<file path="src/core_cfg_pkg.sv">
// core sizing constants
package core_cfg_pkg;

	// data and address width
	localparam int XLEN = 32;

	// register index width and count
	localparam int REG_AW   = 5;
	localparam int NUM_REGS = 32;

	// first fetch address after reset
	localparam logic [XLEN-1:0] RESET_PC = 32'h8000_0000;

endpackage

</file>
<file path="src/rv_isa_pkg.sv">
// rv32i instruction encodings
package rv_isa_pkg;

	// major opcodes, bits [6:0]
	localparam logic [6:0] OP_IMM    = 7'b001_0011;
	localparam logic [6:0] OP_AUIPC  = 7'b001_0111;
	localparam logic [6:0] OP_LUI    = 7'b011_0111;
	localparam logic [6:0] OP_JAL    = 7'b110_1111;
	localparam logic [6:0] OP_JALR   = 7'b110_0111;
	localparam logic [6:0] OP_STORE  = 7'b010_0011;
	localparam logic [6:0] OP_SYSTEM = 7'b111_0011;

	// funct3 values of the supported subset
	localparam logic [2:0] F3_ADDI = 3'b000;
	localparam logic [2:0] F3_JALR = 3'b000;
	localparam logic [2:0] F3_SW   = 3'b010;

	// ebreak is matched on the whole word
	localparam logic [31:0] EBREAK_WORD = 32'h0010_0073;

	typedef struct packed {
		logic [6:0] funct7;
		logic [4:0] rs2;
		logic [4:0] rs1;
		logic [2:0] funct3;
		logic [4:0] rd;
		logic [6:0] opcode;
	} r_fmt_t;

	typedef struct packed {
		logic [11:0] imm_11_0;
		logic [4:0]  rs1;
		logic [2:0]  funct3;
		logic [4:0]  rd;
		logic [6:0]  opcode;
	} i_fmt_t;

	typedef struct packed {
		logic [6:0] imm_11_5;
		logic [4:0] rs2;
		logic [4:0] rs1;
		logic [2:0] funct3;
		logic [4:0] imm_4_0;
		logic [6:0] opcode;
	} s_fmt_t;

	typedef struct packed {
		logic [19:0] imm_31_12;
		logic [4:0]  rd;
		logic [6:0]  opcode;
	} u_fmt_t;

	// jal offset is scrambled across the upper bits
	typedef struct packed {
		logic       imm_20;
		logic [9:0] imm_10_1;
		logic       imm_11;
		logic [7:0] imm_19_12;
		logic [4:0] rd;
		logic [6:0] opcode;
	} j_fmt_t;

	typedef union packed {
		r_fmt_t r;
		i_fmt_t i;
		s_fmt_t s;
		u_fmt_t u;
		j_fmt_t j;
	} inst_t;

endpackage

</file>
<file path="src/cpu_top.sv">
// single-cycle rv32i subset core
`timescale 1ns/1ps

module cpu_top (
	input  logic                            clk,
	input  logic                            rst_n,
	input  logic [core_cfg_pkg::XLEN-1:0]   inst,
	output logic [core_cfg_pkg::XLEN-1:0]   pc,
	output logic                            halted,
	output logic                            mem_wen,
	output logic [core_cfg_pkg::XLEN-1:0]   mem_addr,
	output logic [core_cfg_pkg::XLEN-1:0]   mem_wdata,
	output logic                            wb_en,
	output logic [core_cfg_pkg::REG_AW-1:0] wb_addr,
	output logic [core_cfg_pkg::XLEN-1:0]   wb_data
);

	logic [core_cfg_pkg::XLEN-1:0]   next_pc;
	logic [core_cfg_pkg::XLEN-1:0]   src1;
	logic [core_cfg_pkg::XLEN-1:0]   src2;
	logic [core_cfg_pkg::XLEN-1:0]   store_data;
	logic [core_cfg_pkg::REG_AW-1:0] rd;
	logic                            is_jump;
	logic                            is_jalr;
	logic                            is_store;
	logic                            write_reg;
	logic                            is_ebreak;

	ifu i_ifu (
		.clk       (clk),
		.rst_n     (rst_n),
		.next_pc   (next_pc),
		.is_ebreak (is_ebreak),
		.pc        (pc),
		.halted    (halted)
	);

	// writeback bus loops back into the register file
	idu i_idu (
		.clk        (clk),
		.rst_n      (rst_n),
		.inst       (inst),
		.pc         (pc),
		.wb_en      (wb_en),
		.wb_addr    (wb_addr),
		.wb_data    (wb_data),
		.src1       (src1),
		.src2       (src2),
		.store_data (store_data),
		.rd         (rd),
		.is_jump    (is_jump),
		.is_jalr    (is_jalr),
		.is_store   (is_store),
		.write_reg  (write_reg),
		.is_ebreak  (is_ebreak)
	);

	exu i_exu (
		.pc         (pc),
		.src1       (src1),
		.src2       (src2),
		.store_data (store_data),
		.rd         (rd),
		.is_jump    (is_jump),
		.is_jalr    (is_jalr),
		.is_store   (is_store),
		.write_reg  (write_reg),
		.halted     (halted),
		.next_pc    (next_pc),
		.wb_en      (wb_en),
		.wb_addr    (wb_addr),
		.wb_data    (wb_data),
		.mem_wen    (mem_wen),
		.mem_addr   (mem_addr),
		.mem_wdata  (mem_wdata)
	);

endmodule

</file>
<file path="src/exu.sv">
// execute unit
`timescale 1ns/1ps

module exu (
	input  logic [core_cfg_pkg::XLEN-1:0]   pc,
	input  logic [core_cfg_pkg::XLEN-1:0]   src1,
	input  logic [core_cfg_pkg::XLEN-1:0]   src2,
	input  logic [core_cfg_pkg::XLEN-1:0]   store_data,
	input  logic [core_cfg_pkg::REG_AW-1:0] rd,
	input  logic                            is_jump,
	input  logic                            is_jalr,
	input  logic                            is_store,
	input  logic                            write_reg,
	input  logic                            halted,
	output logic [core_cfg_pkg::XLEN-1:0]   next_pc,
	output logic                            wb_en,
	output logic [core_cfg_pkg::REG_AW-1:0] wb_addr,
	output logic [core_cfg_pkg::XLEN-1:0]   wb_data,
	output logic                            mem_wen,
	output logic [core_cfg_pkg::XLEN-1:0]   mem_addr,
	output logic [core_cfg_pkg::XLEN-1:0]   mem_wdata
);

	logic [core_cfg_pkg::XLEN-1:0] sum;
	logic [core_cfg_pkg::XLEN-1:0] pc_plus4;
	logic [core_cfg_pkg::XLEN-1:0] jump_target;

	// the only ALU operation needed is add
	assign sum      = src1 + src2;
	assign pc_plus4 = pc + core_cfg_pkg::XLEN'(4);

	// jalr drops bit 0 of the computed target
	assign jump_target = is_jalr ? {sum[core_cfg_pkg::XLEN-1:1], 1'b0} : sum;

	always_comb begin
		if (is_jump) begin
			next_pc = jump_target;
			wb_data = pc_plus4;
		end else begin
			next_pc = pc_plus4;
			wb_data = sum;
		end
	end

	// nothing retires once halted
	assign wb_en   = write_reg & ~halted;
	assign wb_addr = rd;

	assign mem_wen   = is_store & ~halted;
	assign mem_addr  = sum;
	assign mem_wdata = store_data;

endmodule

</file>
<file path="src/idu.sv">
// instruction decode unit
`timescale 1ns/1ps

module idu (
	input  logic                            clk,
	input  logic                            rst_n,
	input  rv_isa_pkg::inst_t               inst,
	input  logic [core_cfg_pkg::XLEN-1:0]   pc,
	input  logic                            wb_en,
	input  logic [core_cfg_pkg::REG_AW-1:0] wb_addr,
	input  logic [core_cfg_pkg::XLEN-1:0]   wb_data,
	output logic [core_cfg_pkg::XLEN-1:0]   src1,
	output logic [core_cfg_pkg::XLEN-1:0]   src2,
	output logic [core_cfg_pkg::XLEN-1:0]   store_data,
	output logic [core_cfg_pkg::REG_AW-1:0] rd,
	output logic                            is_jump,
	output logic                            is_jalr,
	output logic                            is_store,
	output logic                            write_reg,
	output logic                            is_ebreak
);

	logic [core_cfg_pkg::XLEN-1:0] imm_i;
	logic [core_cfg_pkg::XLEN-1:0] imm_s;
	logic [core_cfg_pkg::XLEN-1:0] imm_u;
	logic [core_cfg_pkg::XLEN-1:0] imm_j;
	logic [core_cfg_pkg::XLEN-1:0] rs1_data;
	logic [core_cfg_pkg::XLEN-1:0] rs2_data;
	logic                          inst_addi;
	logic                          inst_auipc;
	logic                          inst_lui;
	logic                          inst_jal;
	logic                          inst_jalr;
	logic                          inst_sw;

	// opcode and funct3 sit in the same place in every view
	assign inst_addi  = (inst.i.opcode == rv_isa_pkg::OP_IMM) &&
		(inst.i.funct3 == rv_isa_pkg::F3_ADDI);
	assign inst_auipc = (inst.u.opcode == rv_isa_pkg::OP_AUIPC);
	assign inst_lui   = (inst.u.opcode == rv_isa_pkg::OP_LUI);
	assign inst_jal   = (inst.j.opcode == rv_isa_pkg::OP_JAL);
	assign inst_jalr  = (inst.i.opcode == rv_isa_pkg::OP_JALR) &&
		(inst.i.funct3 == rv_isa_pkg::F3_JALR);
	assign inst_sw    = (inst.s.opcode == rv_isa_pkg::OP_STORE) &&
		(inst.s.funct3 == rv_isa_pkg::F3_SW);
	assign is_ebreak  = (inst == rv_isa_pkg::EBREAK_WORD);

	// sign-extended immediates
	assign imm_i = {{(core_cfg_pkg::XLEN-12){inst.i.imm_11_0[11]}}, inst.i.imm_11_0};
	assign imm_s = {{(core_cfg_pkg::XLEN-12){inst.s.imm_11_5[6]}},
		inst.s.imm_11_5, inst.s.imm_4_0};
	assign imm_u = {inst.u.imm_31_12, 12'b0};
	assign imm_j = {{(core_cfg_pkg::XLEN-21){inst.j.imm_20}}, inst.j.imm_20,
		inst.j.imm_19_12, inst.j.imm_11, inst.j.imm_10_1, 1'b0};

	regfile i_regfile (
		.clk    (clk),
		.rst_n  (rst_n),
		.raddr1 (inst.r.rs1),
		.raddr2 (inst.r.rs2),
		.rdata1 (rs1_data),
		.rdata2 (rs2_data),
		.wen    (wb_en),
		.waddr  (wb_addr),
		.wdata  (wb_data)
	);

	// first operand, lui adds its immediate to zero
	always_comb begin
		if (inst_jal || inst_auipc) begin
			src1 = pc;
		end else if (inst_lui) begin
			src1 = '0;
		end else begin
			src1 = rs1_data;
		end
	end

	// second operand is always an immediate in this subset
	always_comb begin
		src2 = '0;
		if (inst_addi || inst_jalr) begin
			src2 = imm_i;
		end else if (inst_lui || inst_auipc) begin
			src2 = imm_u;
		end else if (inst_jal) begin
			src2 = imm_j;
		end else if (inst_sw) begin
			src2 = imm_s;
		end
	end

	assign store_data = rs2_data;
	assign rd         = inst.r.rd;
	assign is_jump    = inst_jal | inst_jalr;
	assign is_jalr    = inst_jalr;
	assign is_store   = inst_sw;
	assign write_reg  = inst_lui | inst_auipc | inst_addi | inst_jal | inst_jalr;

endmodule

</file>
<file path="src/ifu.sv">
// instruction fetch unit
`timescale 1ns/1ps

module ifu (
	input  logic                          clk,
	input  logic                          rst_n,
	input  logic [core_cfg_pkg::XLEN-1:0] next_pc,
	input  logic                          is_ebreak,
	output logic [core_cfg_pkg::XLEN-1:0] pc,
	output logic                          halted
);

	logic pc_hold;

	// pc stays on the ebreak and on everything after it
	assign pc_hold = halted | is_ebreak;

	always_ff @(posedge clk or negedge rst_n) begin
		if (!rst_n) begin
			pc <= core_cfg_pkg::RESET_PC;
		end else if (!pc_hold) begin
			pc <= next_pc;
		end
	end

	// sticky until reset
	always_ff @(posedge clk or negedge rst_n) begin
		if (!rst_n) begin
			halted <= 1'b0;
		end else if (is_ebreak) begin
			halted <= 1'b1;
		end
	end

endmodule

</file>
<file path="src/regfile.sv">
// integer register file
`timescale 1ns/1ps

module regfile (
	input  logic                            clk,
	input  logic                            rst_n,
	input  logic [core_cfg_pkg::REG_AW-1:0] raddr1,
	input  logic [core_cfg_pkg::REG_AW-1:0] raddr2,
	output logic [core_cfg_pkg::XLEN-1:0]   rdata1,
	output logic [core_cfg_pkg::XLEN-1:0]   rdata2,
	input  logic                            wen,
	input  logic [core_cfg_pkg::REG_AW-1:0] waddr,
	input  logic [core_cfg_pkg::XLEN-1:0]   wdata
);

	// x0 has no storage
	logic [core_cfg_pkg::XLEN-1:0] regs [1:core_cfg_pkg::NUM_REGS-1];

	always_ff @(posedge clk or negedge rst_n) begin
		if (!rst_n) begin
			for (int k = 1; k < core_cfg_pkg::NUM_REGS; k++) begin
				regs[k] <= '0;
			end
		end else if (wen && (waddr != '0)) begin
			regs[waddr] <= wdata;
		end
	end

	// asynchronous reads, x0 reads back zero
	assign rdata1 = (raddr1 == '0) ? '0 : regs[raddr1];
	assign rdata2 = (raddr2 == '0) ? '0 : regs[raddr2];

endmodule

</file>
<file path="config.mk">
export PLATFORM = sky130hd
export DESIGN_NAME = cpu_top
export DESIGN_NICKNAME = d
export VERILOG_FILES = /design/src/core_cfg_pkg.sv /design/src/rv_isa_pkg.sv /design/src/cpu_top.sv /design/src/exu.sv /design/src/idu.sv /design/src/ifu.sv /design/src/regfile.sv
export SDC_FILE = /design/constraint.sdc
export NUM_CORES = 2
export LEC_CHECK = 0
export BUFFER_PORTS_ARGS = -buffer_cell sky130_fd_sc_hd__buf_2
export CAP_MARGIN = 20
export CORE_UTILIZATION = 55
export DETAILED_ROUTE_END_ITERATION = 6
export GPL_ROUTABILITY_DRIVEN = 0
export GPL_TIMING_DRIVEN = 1
export HOLD_SLACK_MARGIN = 0.15
export MAX_ROUTING_LAYER = met4
export PLACE_DENSITY_LB_ADDON = 0.1
export SETUP_SLACK_MARGIN = 0.1
export SLEW_MARGIN = 20
export SYNTH_ARGS = -nofsm -noshare
export SYNTH_HDL_FRONTEND = slang
export SYNTH_SLANG_ARGS = --single-unit
</file>
<file path="constraint.sdc">
create_clock -name clk -period 5.27 [get_ports clk]
set_clock_uncertainty 0.2 [all_clocks]
set_input_delay 0 -clock clk [delete_from_list [all_inputs] [get_ports clk]]
set_output_delay 0 -clock clk [all_outputs]
set_load 0.05 [all_outputs]
</file>
* Word level (Yosys, flattened, before mapping)
Cells that the tools add are included.
** Word-level totals
- Register bits :: 1025
- Input port bits :: 34
** Cells by class
- Add/subtract/negate cells :: 2
- Order comparisons :: 4
- Eq/ne operators :: 8
- Mux-type cells :: 20
- Bitwise operators :: 12
- Reductions and logical operators :: 12
** Operators with widths (number)
- 992-bit bitwise mux :: 1
- 32-bit two-way mux :: 15
- 32-bit binary-select mux with 5-bit select :: 2
- 32-bit demux with 5-bit select :: 1
- 32-bit by 3-bit adder with 32-bit output, second input constant :: 1
- 32-bit adder :: 1
- 32-bit by 21-bit equality test with 1-bit output, second input constant :: 1
- 6-bit >= comparator, second input constant :: 3
- 5-bit inverter with 6-bit output :: 3
- 7-bit by 5-bit equality test with 1-bit output, second input constant :: 2
- 7-bit by 6-bit equality test with 1-bit output, second input constant :: 2
- 7-bit equality test, second input constant :: 2
- 5-bit logical NOT :: 2
- 6-bit by 1-bit less-than comparator with 1-bit output, second input constant :: 1
- 1-bit OR :: 6
- 1-bit logical AND :: 5
- 5-bit nonzero test :: 1
- 3-bit by 2-bit equality test with 1-bit output, second input constant :: 1
- 3-bit logical NOT :: 1
- 1-bit logical OR :: 3
- 1-bit bitwise AND :: 2
- 1-bit two-way mux :: 1
- 1-bit inverter :: 1

* Depth between registers and ports, before layout
- Depth in word-level cells :: 10
- Depth in mapped cells :: 22

* Cells and area by module
From an unflattened synthesis, not the netlist that was laid out.
** Second synthesis, totals
- Cells, all modules :: 4468
- Area total of the unflattened synthesis :: 59178.0 um^2
** By module, submodules not included
- regfile :: times used 1, cells an instance 3773, area an instance 53620.2 um^2
- exu :: times used 1, cells an instance 504, area an instance 3385.7 um^2
- ifu :: times used 1, cells an instance 70, area an instance 1243.7 um^2
- idu :: times used 1, cells an instance 121, area an instance 928.4 um^2

* Worst setup path after synthesis
No wires, ideal clock.
- Path kind :: input port to output port
- Start point :: input inst[15] (netlist bit)
- End point :: output wb_data[17] (netlist bit)
- Arrival time :: 5604 ps
- Data required time :: 5070 ps
- Path slack :: -534 ps
- Stages on the path :: 17
- Path buffers :: 4
- Cell sequence :: buf_4 buf_2 clkbuf_1 mux4_2 mux4_2 o22ai_1 o21ai_1 ha_1 nand2_1 o211ai_1 nand3_1 a31oi_1 a21oi_1 o311ai_1 o21ai_1 clkbuf_1 inv_1
** Between the ends
- Longest elaborated chain between the ends :: 9
- Elaborated cells between the ends (all ways) :: 13
- Those cells by class :: add/sub: 1; mux: 10; bitwise: 1; reduce/logical: 1
** Ends and longest elaborated chain
- from (decl) :: line cpu_top.sv:7 : input logic [core_cfg_pkg::XLEN-1:0] inst,
- 5-bit inverter with 6-bit output (not written as such) :: line regfile.sv:30 : assign rdata1 = (raddr1 == '0) ? '0 : regs[raddr1];
- 32-bit binary-select mux with 5-bit select :: line regfile.sv:30
- 32-bit two-way mux (not written as such) (2 in a row) :: line regfile.sv:30
- 32-bit two-way mux :: line regfile.sv:30
- 32-bit two-way mux :: line idu.sv:72 : end else if (inst_lui) begin
- 32-bit two-way mux :: line idu.sv:70 : if (inst_jal || inst_auipc) begin
- 32-bit adder (*) :: line exu.sv:29 : assign sum = src1 + src2;
- net mem_addr (one bit) :: line cpu_top.sv:11 : output logic [core_cfg_pkg::XLEN-1:0] mem_addr,
- 32-bit two-way mux (*) :: line exu.sv:36 : if (is_jump) begin
- to (decl) :: line cpu_top.sv:15 : output logic [core_cfg_pkg::XLEN-1:0] wb_data
Mark *: on every way through the listed nets, which the timed path passes. The rest lies on a longest branch. The select of a mux whose other input is x is not followed.

* Worst setup path in the final report
- Start point :: register i_idu.i_regfile.regs[755] (netlist bit)
- End point :: output mem_addr[31] (netlist bit)
** Between the ends
- Longest elaborated chain between the ends :: 7
** Ends and longest elaborated chain
- from (decl) :: line regfile.sv:17 : logic [core_cfg_pkg::XLEN-1:0] regs [1:core_cfg_pkg::NUM_REGS-1];
- from (signal, indexed assignment) :: line regfile.sv:25 : regs[waddr] <= wdata;
- 32-bit binary-select mux with 5-bit select :: line regfile.sv:30
- 32-bit two-way mux (not written as such) (2 in a row) :: line regfile.sv:30
- 32-bit two-way mux :: line regfile.sv:30
- 32-bit two-way mux :: line idu.sv:72
- 32-bit two-way mux :: line idu.sv:70
- 32-bit adder :: line exu.sv:29
- to (decl) :: line cpu_top.sv:11
Every way passes these cells. The select of a mux whose other input is x is not followed.

==> metrics.md <==
| Metric | Value |
|---|---|
| Outcome | complete, but fails checks |
| Failing checks | DRC, setup timing |
| Crit share post-route | 1.008 |
| Register area share after synthesis | 0.4549 |
| Critical-path maximum fanout | 3 |
| Clock Sinks | 1,025 |
| Antenna-violating nets left | 0 |
| Crit Path Category | flip-flop to primary output |
| Htree depth | 3 |
| Row count | 117 |
| CTS tree | done |
| Final Max Slew Viols | 0 |
| Die W | 322.2 um |
| Gr ovfl total | 0 |
| Ratio of cells with drive above 1 in the final layout | 0.2791 |
| Area of the core | 0.1017 mm2 |
| Total detailed-routing wirelength | 229,900 um |
| Most instantiated library cell after synthesis | nand2_1 |
| I/O Buffers | 169 |
| Post-layout minimum cycle time | 5310 ps |
| P&R area growth vs syn | 19.00% |
| Reg clk slew, reported paths | 60 ps |
| Ports | 170 |
| Clock power share | 0.428 |
| Top cells by area, synth | dfrtp_1 (45%), mux4_2 (21%), o21ai_1 (8.8%), nand2_1 (7.4%), mux2i_1 (2.7%) |
| Routed vias/inst | 6.967 |
| First-pass GRT wire length | 331,400 um |
| Post-synth ARST share | 1.000 |
| First-pass DRT Iterations | 7 |
| Synth top cells by count | nand2_1 (1,114), dfrtp_1 (1,024), o21ai_1 (996) |
| Max Fclk | 188.3 MHz |
| Chip height | 322.2 um |
| Final-report hold violation count | 0 |
| Top_reg_cell synth | dfrtp_1 |
| Synth Instances | 5,296 |
| RSZ-0062 raised after global routing | yes |
| Post-Place Setup Slack | -491.8 ps |
| Placed Cells | 6,631 |
| Initial antenna violation count | 7 |
| CP endpoint kind | primary output |
| Root Buffer | clkbuf_16 |
| All-Layer GR Usage | 0.4608 |
| Gate power share | 0.143 |
| Number of synthesized flops with an enable pin | 0 |
| Netlist cell types | 76 |
| Worst min path class | input pin to flip-flop |
| Vias in the first global route | 47,450 |
| Peak supply drop | 0.3365 mV |
| Mean Syn Cell Area | 10.65 um2 |
| CTS Buffer Depth | 3 |
| Die footprint | 0.1038 mm2 |
| Pwr/cell area | 288.5 mW/mm2 |
| Most area-hungry cell type in the Yosys netlist | dfrtp_1 |
| Setup violators final | 6 |
| Post-DP HPWL | 136,500 um |
| Clk_lat worst skew | 750 ps |
| Power Internal | 0.01378 W |
| Sw power | 0.005577 W |
| Wire per inst | 32.91 um |
| Max-cap violations | 0 |
| Initial DRC count | 6,515 |
| Post-route DRC | 2 |
| Fin nets | 5,585 |
| Synth Register Bits | 1,025 |
| Seq pwr share | 0.428 |
| Inserted Clock Buffers | 111 |
| Synthesized area | 0.05639 mm2 |
| Synth Warn # | 0 |
| Largest net degree at the start of global routing | 163 |
| Mapped Nets | 5,363 |
| Worst Path Required | 5070 ps |
| Switching share of power | 0.2881 |
| Min setup slack post-route | -39.72 ps |
| Fin cells | 6,985 |
| Worst Path Arrival | 5110 ps |
| Initial Utilization | 0.5542 |
| Crit start category | flip-flop |
| Area share of the largest cell type after synthesis | 0.4545 |
| Vias after detailed routing | 48,660 |
| Worst Tran Pin Value | 1192 ps |
| Slew headroom | 0.2025 |
| Static Leak | 28.93 nW |
layout by cell type, fill, tap and decap left out, types with 14 or more instances in the layout:
cell,Yosys,routed
xor2_1,23,16
buf_8,0,18
dlygate4sd3_1,0,31
clkbuf_16,0,114
ha_1,32,20
o21ai_0,49,47
dfrtp_1,1024,1024
inv_1,48,42
o22ai_1,30,18
xnor2_1,27,20
clkbuf_8,0,17
nand3_2,0,32
nor2b_1,16,14
mux2i_1,153,147
clkbuf_1,359,20
buf_2,78,125
mux4_2,516,516
nand2_1,1114,1096
clkinv_2,0,23
nor3_1,21,19
buf_6,0,25
buf_12,0,59
o21ai_1,996,977
a21oi_1,220,201
nor2_1,109,105
mux2_2,56,56
a22o_1,51,50
a21o_1,24,24
o221ai_1,25,24
nand3_1,61,27
buf_4,11,348
nand2_2,1,17
layer usage:
layer | vias to the layer above | wire, um | global-route usage
li1 | 19810 | - | -
met1 | 24280 | 80540 | 0.5777
met2 | 3596 | 96780 | 0.6295
met3 | 980 | 33870 | 0.1683
met4 | 0 | 18680 | 0.2969
met5 | - | 0 | -
sequential cells by signal, indices dropped and copies added (netlist names):
signal,cells
i_idu.i_regfile.regs,992
i_ifu.halted,1
i_ifu.pc,32
stage by stage:
stage | hold WS (ps) | power (W) | setup TNS (ps) | util | area [um2]
5_1_grt | 234.2 | 0.01980 | -592.2 | 0.6595 | 67100
3_5_place_dp | -95.28 | 0.01085 | -69170 | 0.5956 | 60600
6_report | 217.1 | 0.01936 | -122.7 | 0.6595 | 67100
3_3_place_gp | -97.92 | 0.01083 | -63260 | 0.5956 | 60600
2_1_floorplan | -495.6 | 0.009824 | 0 | - | 56460
4_1_cts | 165.6 | 0.01920 | 0 | 0.6501 | 66150
repair_timing:
item                        CTS  global route
hold endpoints to repair   1202             0
pin swaps                    64            58
cloned                       13             3
setup endpoints to repair    71            90
hold buffers                 32             0
buffers inserted             51            46
resized for setup           124           117
worst max-delay path, cell delays in order, from the launching register on:
cell and delay [ps]:
dfrtp_1 400, mux4_2 460, mux4_2 570, mux2i_4 330, buf_6 190, o21ai_4 70, ha_4 180, a211oi_2 170
o21ai_1 130, a221oi_2 380, buf_4 190, nand4_1 120, buf_4 180, a311oi_4 290, o21ai_2 160, xnor2_4 230
buf_6 150, inv_2 40, buf_8 140
power groups by stage:
stage | sequential, W | clock [W] | combinational [W]
5_1_grt | 0.00831 | 0.00860 | 0.00289
3_5_place_dp | 0.00842 | 0 | 0.00243
2_1_floorplan | 0.00854 | 0 | 0.00128
6_report | 0.00829 | 0.00829 | 0.00278
4_1_cts | 0.00828 | 0.00830 | 0.00262
3_3_place_gp | 0.00841 | 0 | 0.00242
logic make-up (layout without fill, tap and decap cells):
| family | after synthesis | after routing | share of synthesized area |
|---|---|---|---|
| AO/OA/AOI/OAI | 1474 | 1474 | 0.1426 |
| adder cells (fa/ha/maj) | 33 | 33 | 0.007456 |
| buffers and inverters | 581 | 895 | 0.04114 |
| AND/OR/NAND/NOR | 1406 | 1406 | 0.1011 |
| other | 0 | 7 | 0 |
| XOR/XNOR | 52 | 52 | 0.008343 |
| flip-flops | 1025 | 1025 | 0.4549 |
| multiplexers | 725 | 725 | 0.2444 |
layout make-up:
class                           instances  area [um2]
Fill cell                            7836       34640
Multi-Input combinational cell       3690       29720
Sequential cell                      1025       25650
Timing Repair Buffer                  627        5857
Clock buffer                          148        3087
Tap cell                             1368        1712
Clock inverter                         57       748.2
Inverter                               63       305.3
Antenna cell                            7       17.52
worst paths after layout:
kind	from	endpoint	slack, ps	cells after the start
max in group asynchronous	rst_n	i_idu.i_regfile.regs[51]$_DFFE_PN0P_	3550	4
worst max-delay path	i_idu.i_regfile.regs[755]$_DFFE_PN0P_	mem_addr[31]	-40	18
worst min-delay path	inst[12]	i_ifu.pc[2]$_DFFE_PN0N_	220	6
worst max register to register	i_idu.i_regfile.regs[755]$_DFFE_PN0P_	i_ifu.pc[31]$_DFFE_PN1N_	110	18
worst min register to register	i_idu.i_regfile.regs[51]$_DFFE_PN0P_	i_idu.i_regfile.regs[51]$_DFFE_PN0P_	300	2
min in group asynchronous	rst_n	i_ifu.pc[0]$_DFFE_PN0P_	410	4
Power figures use the tool's default switching activity.
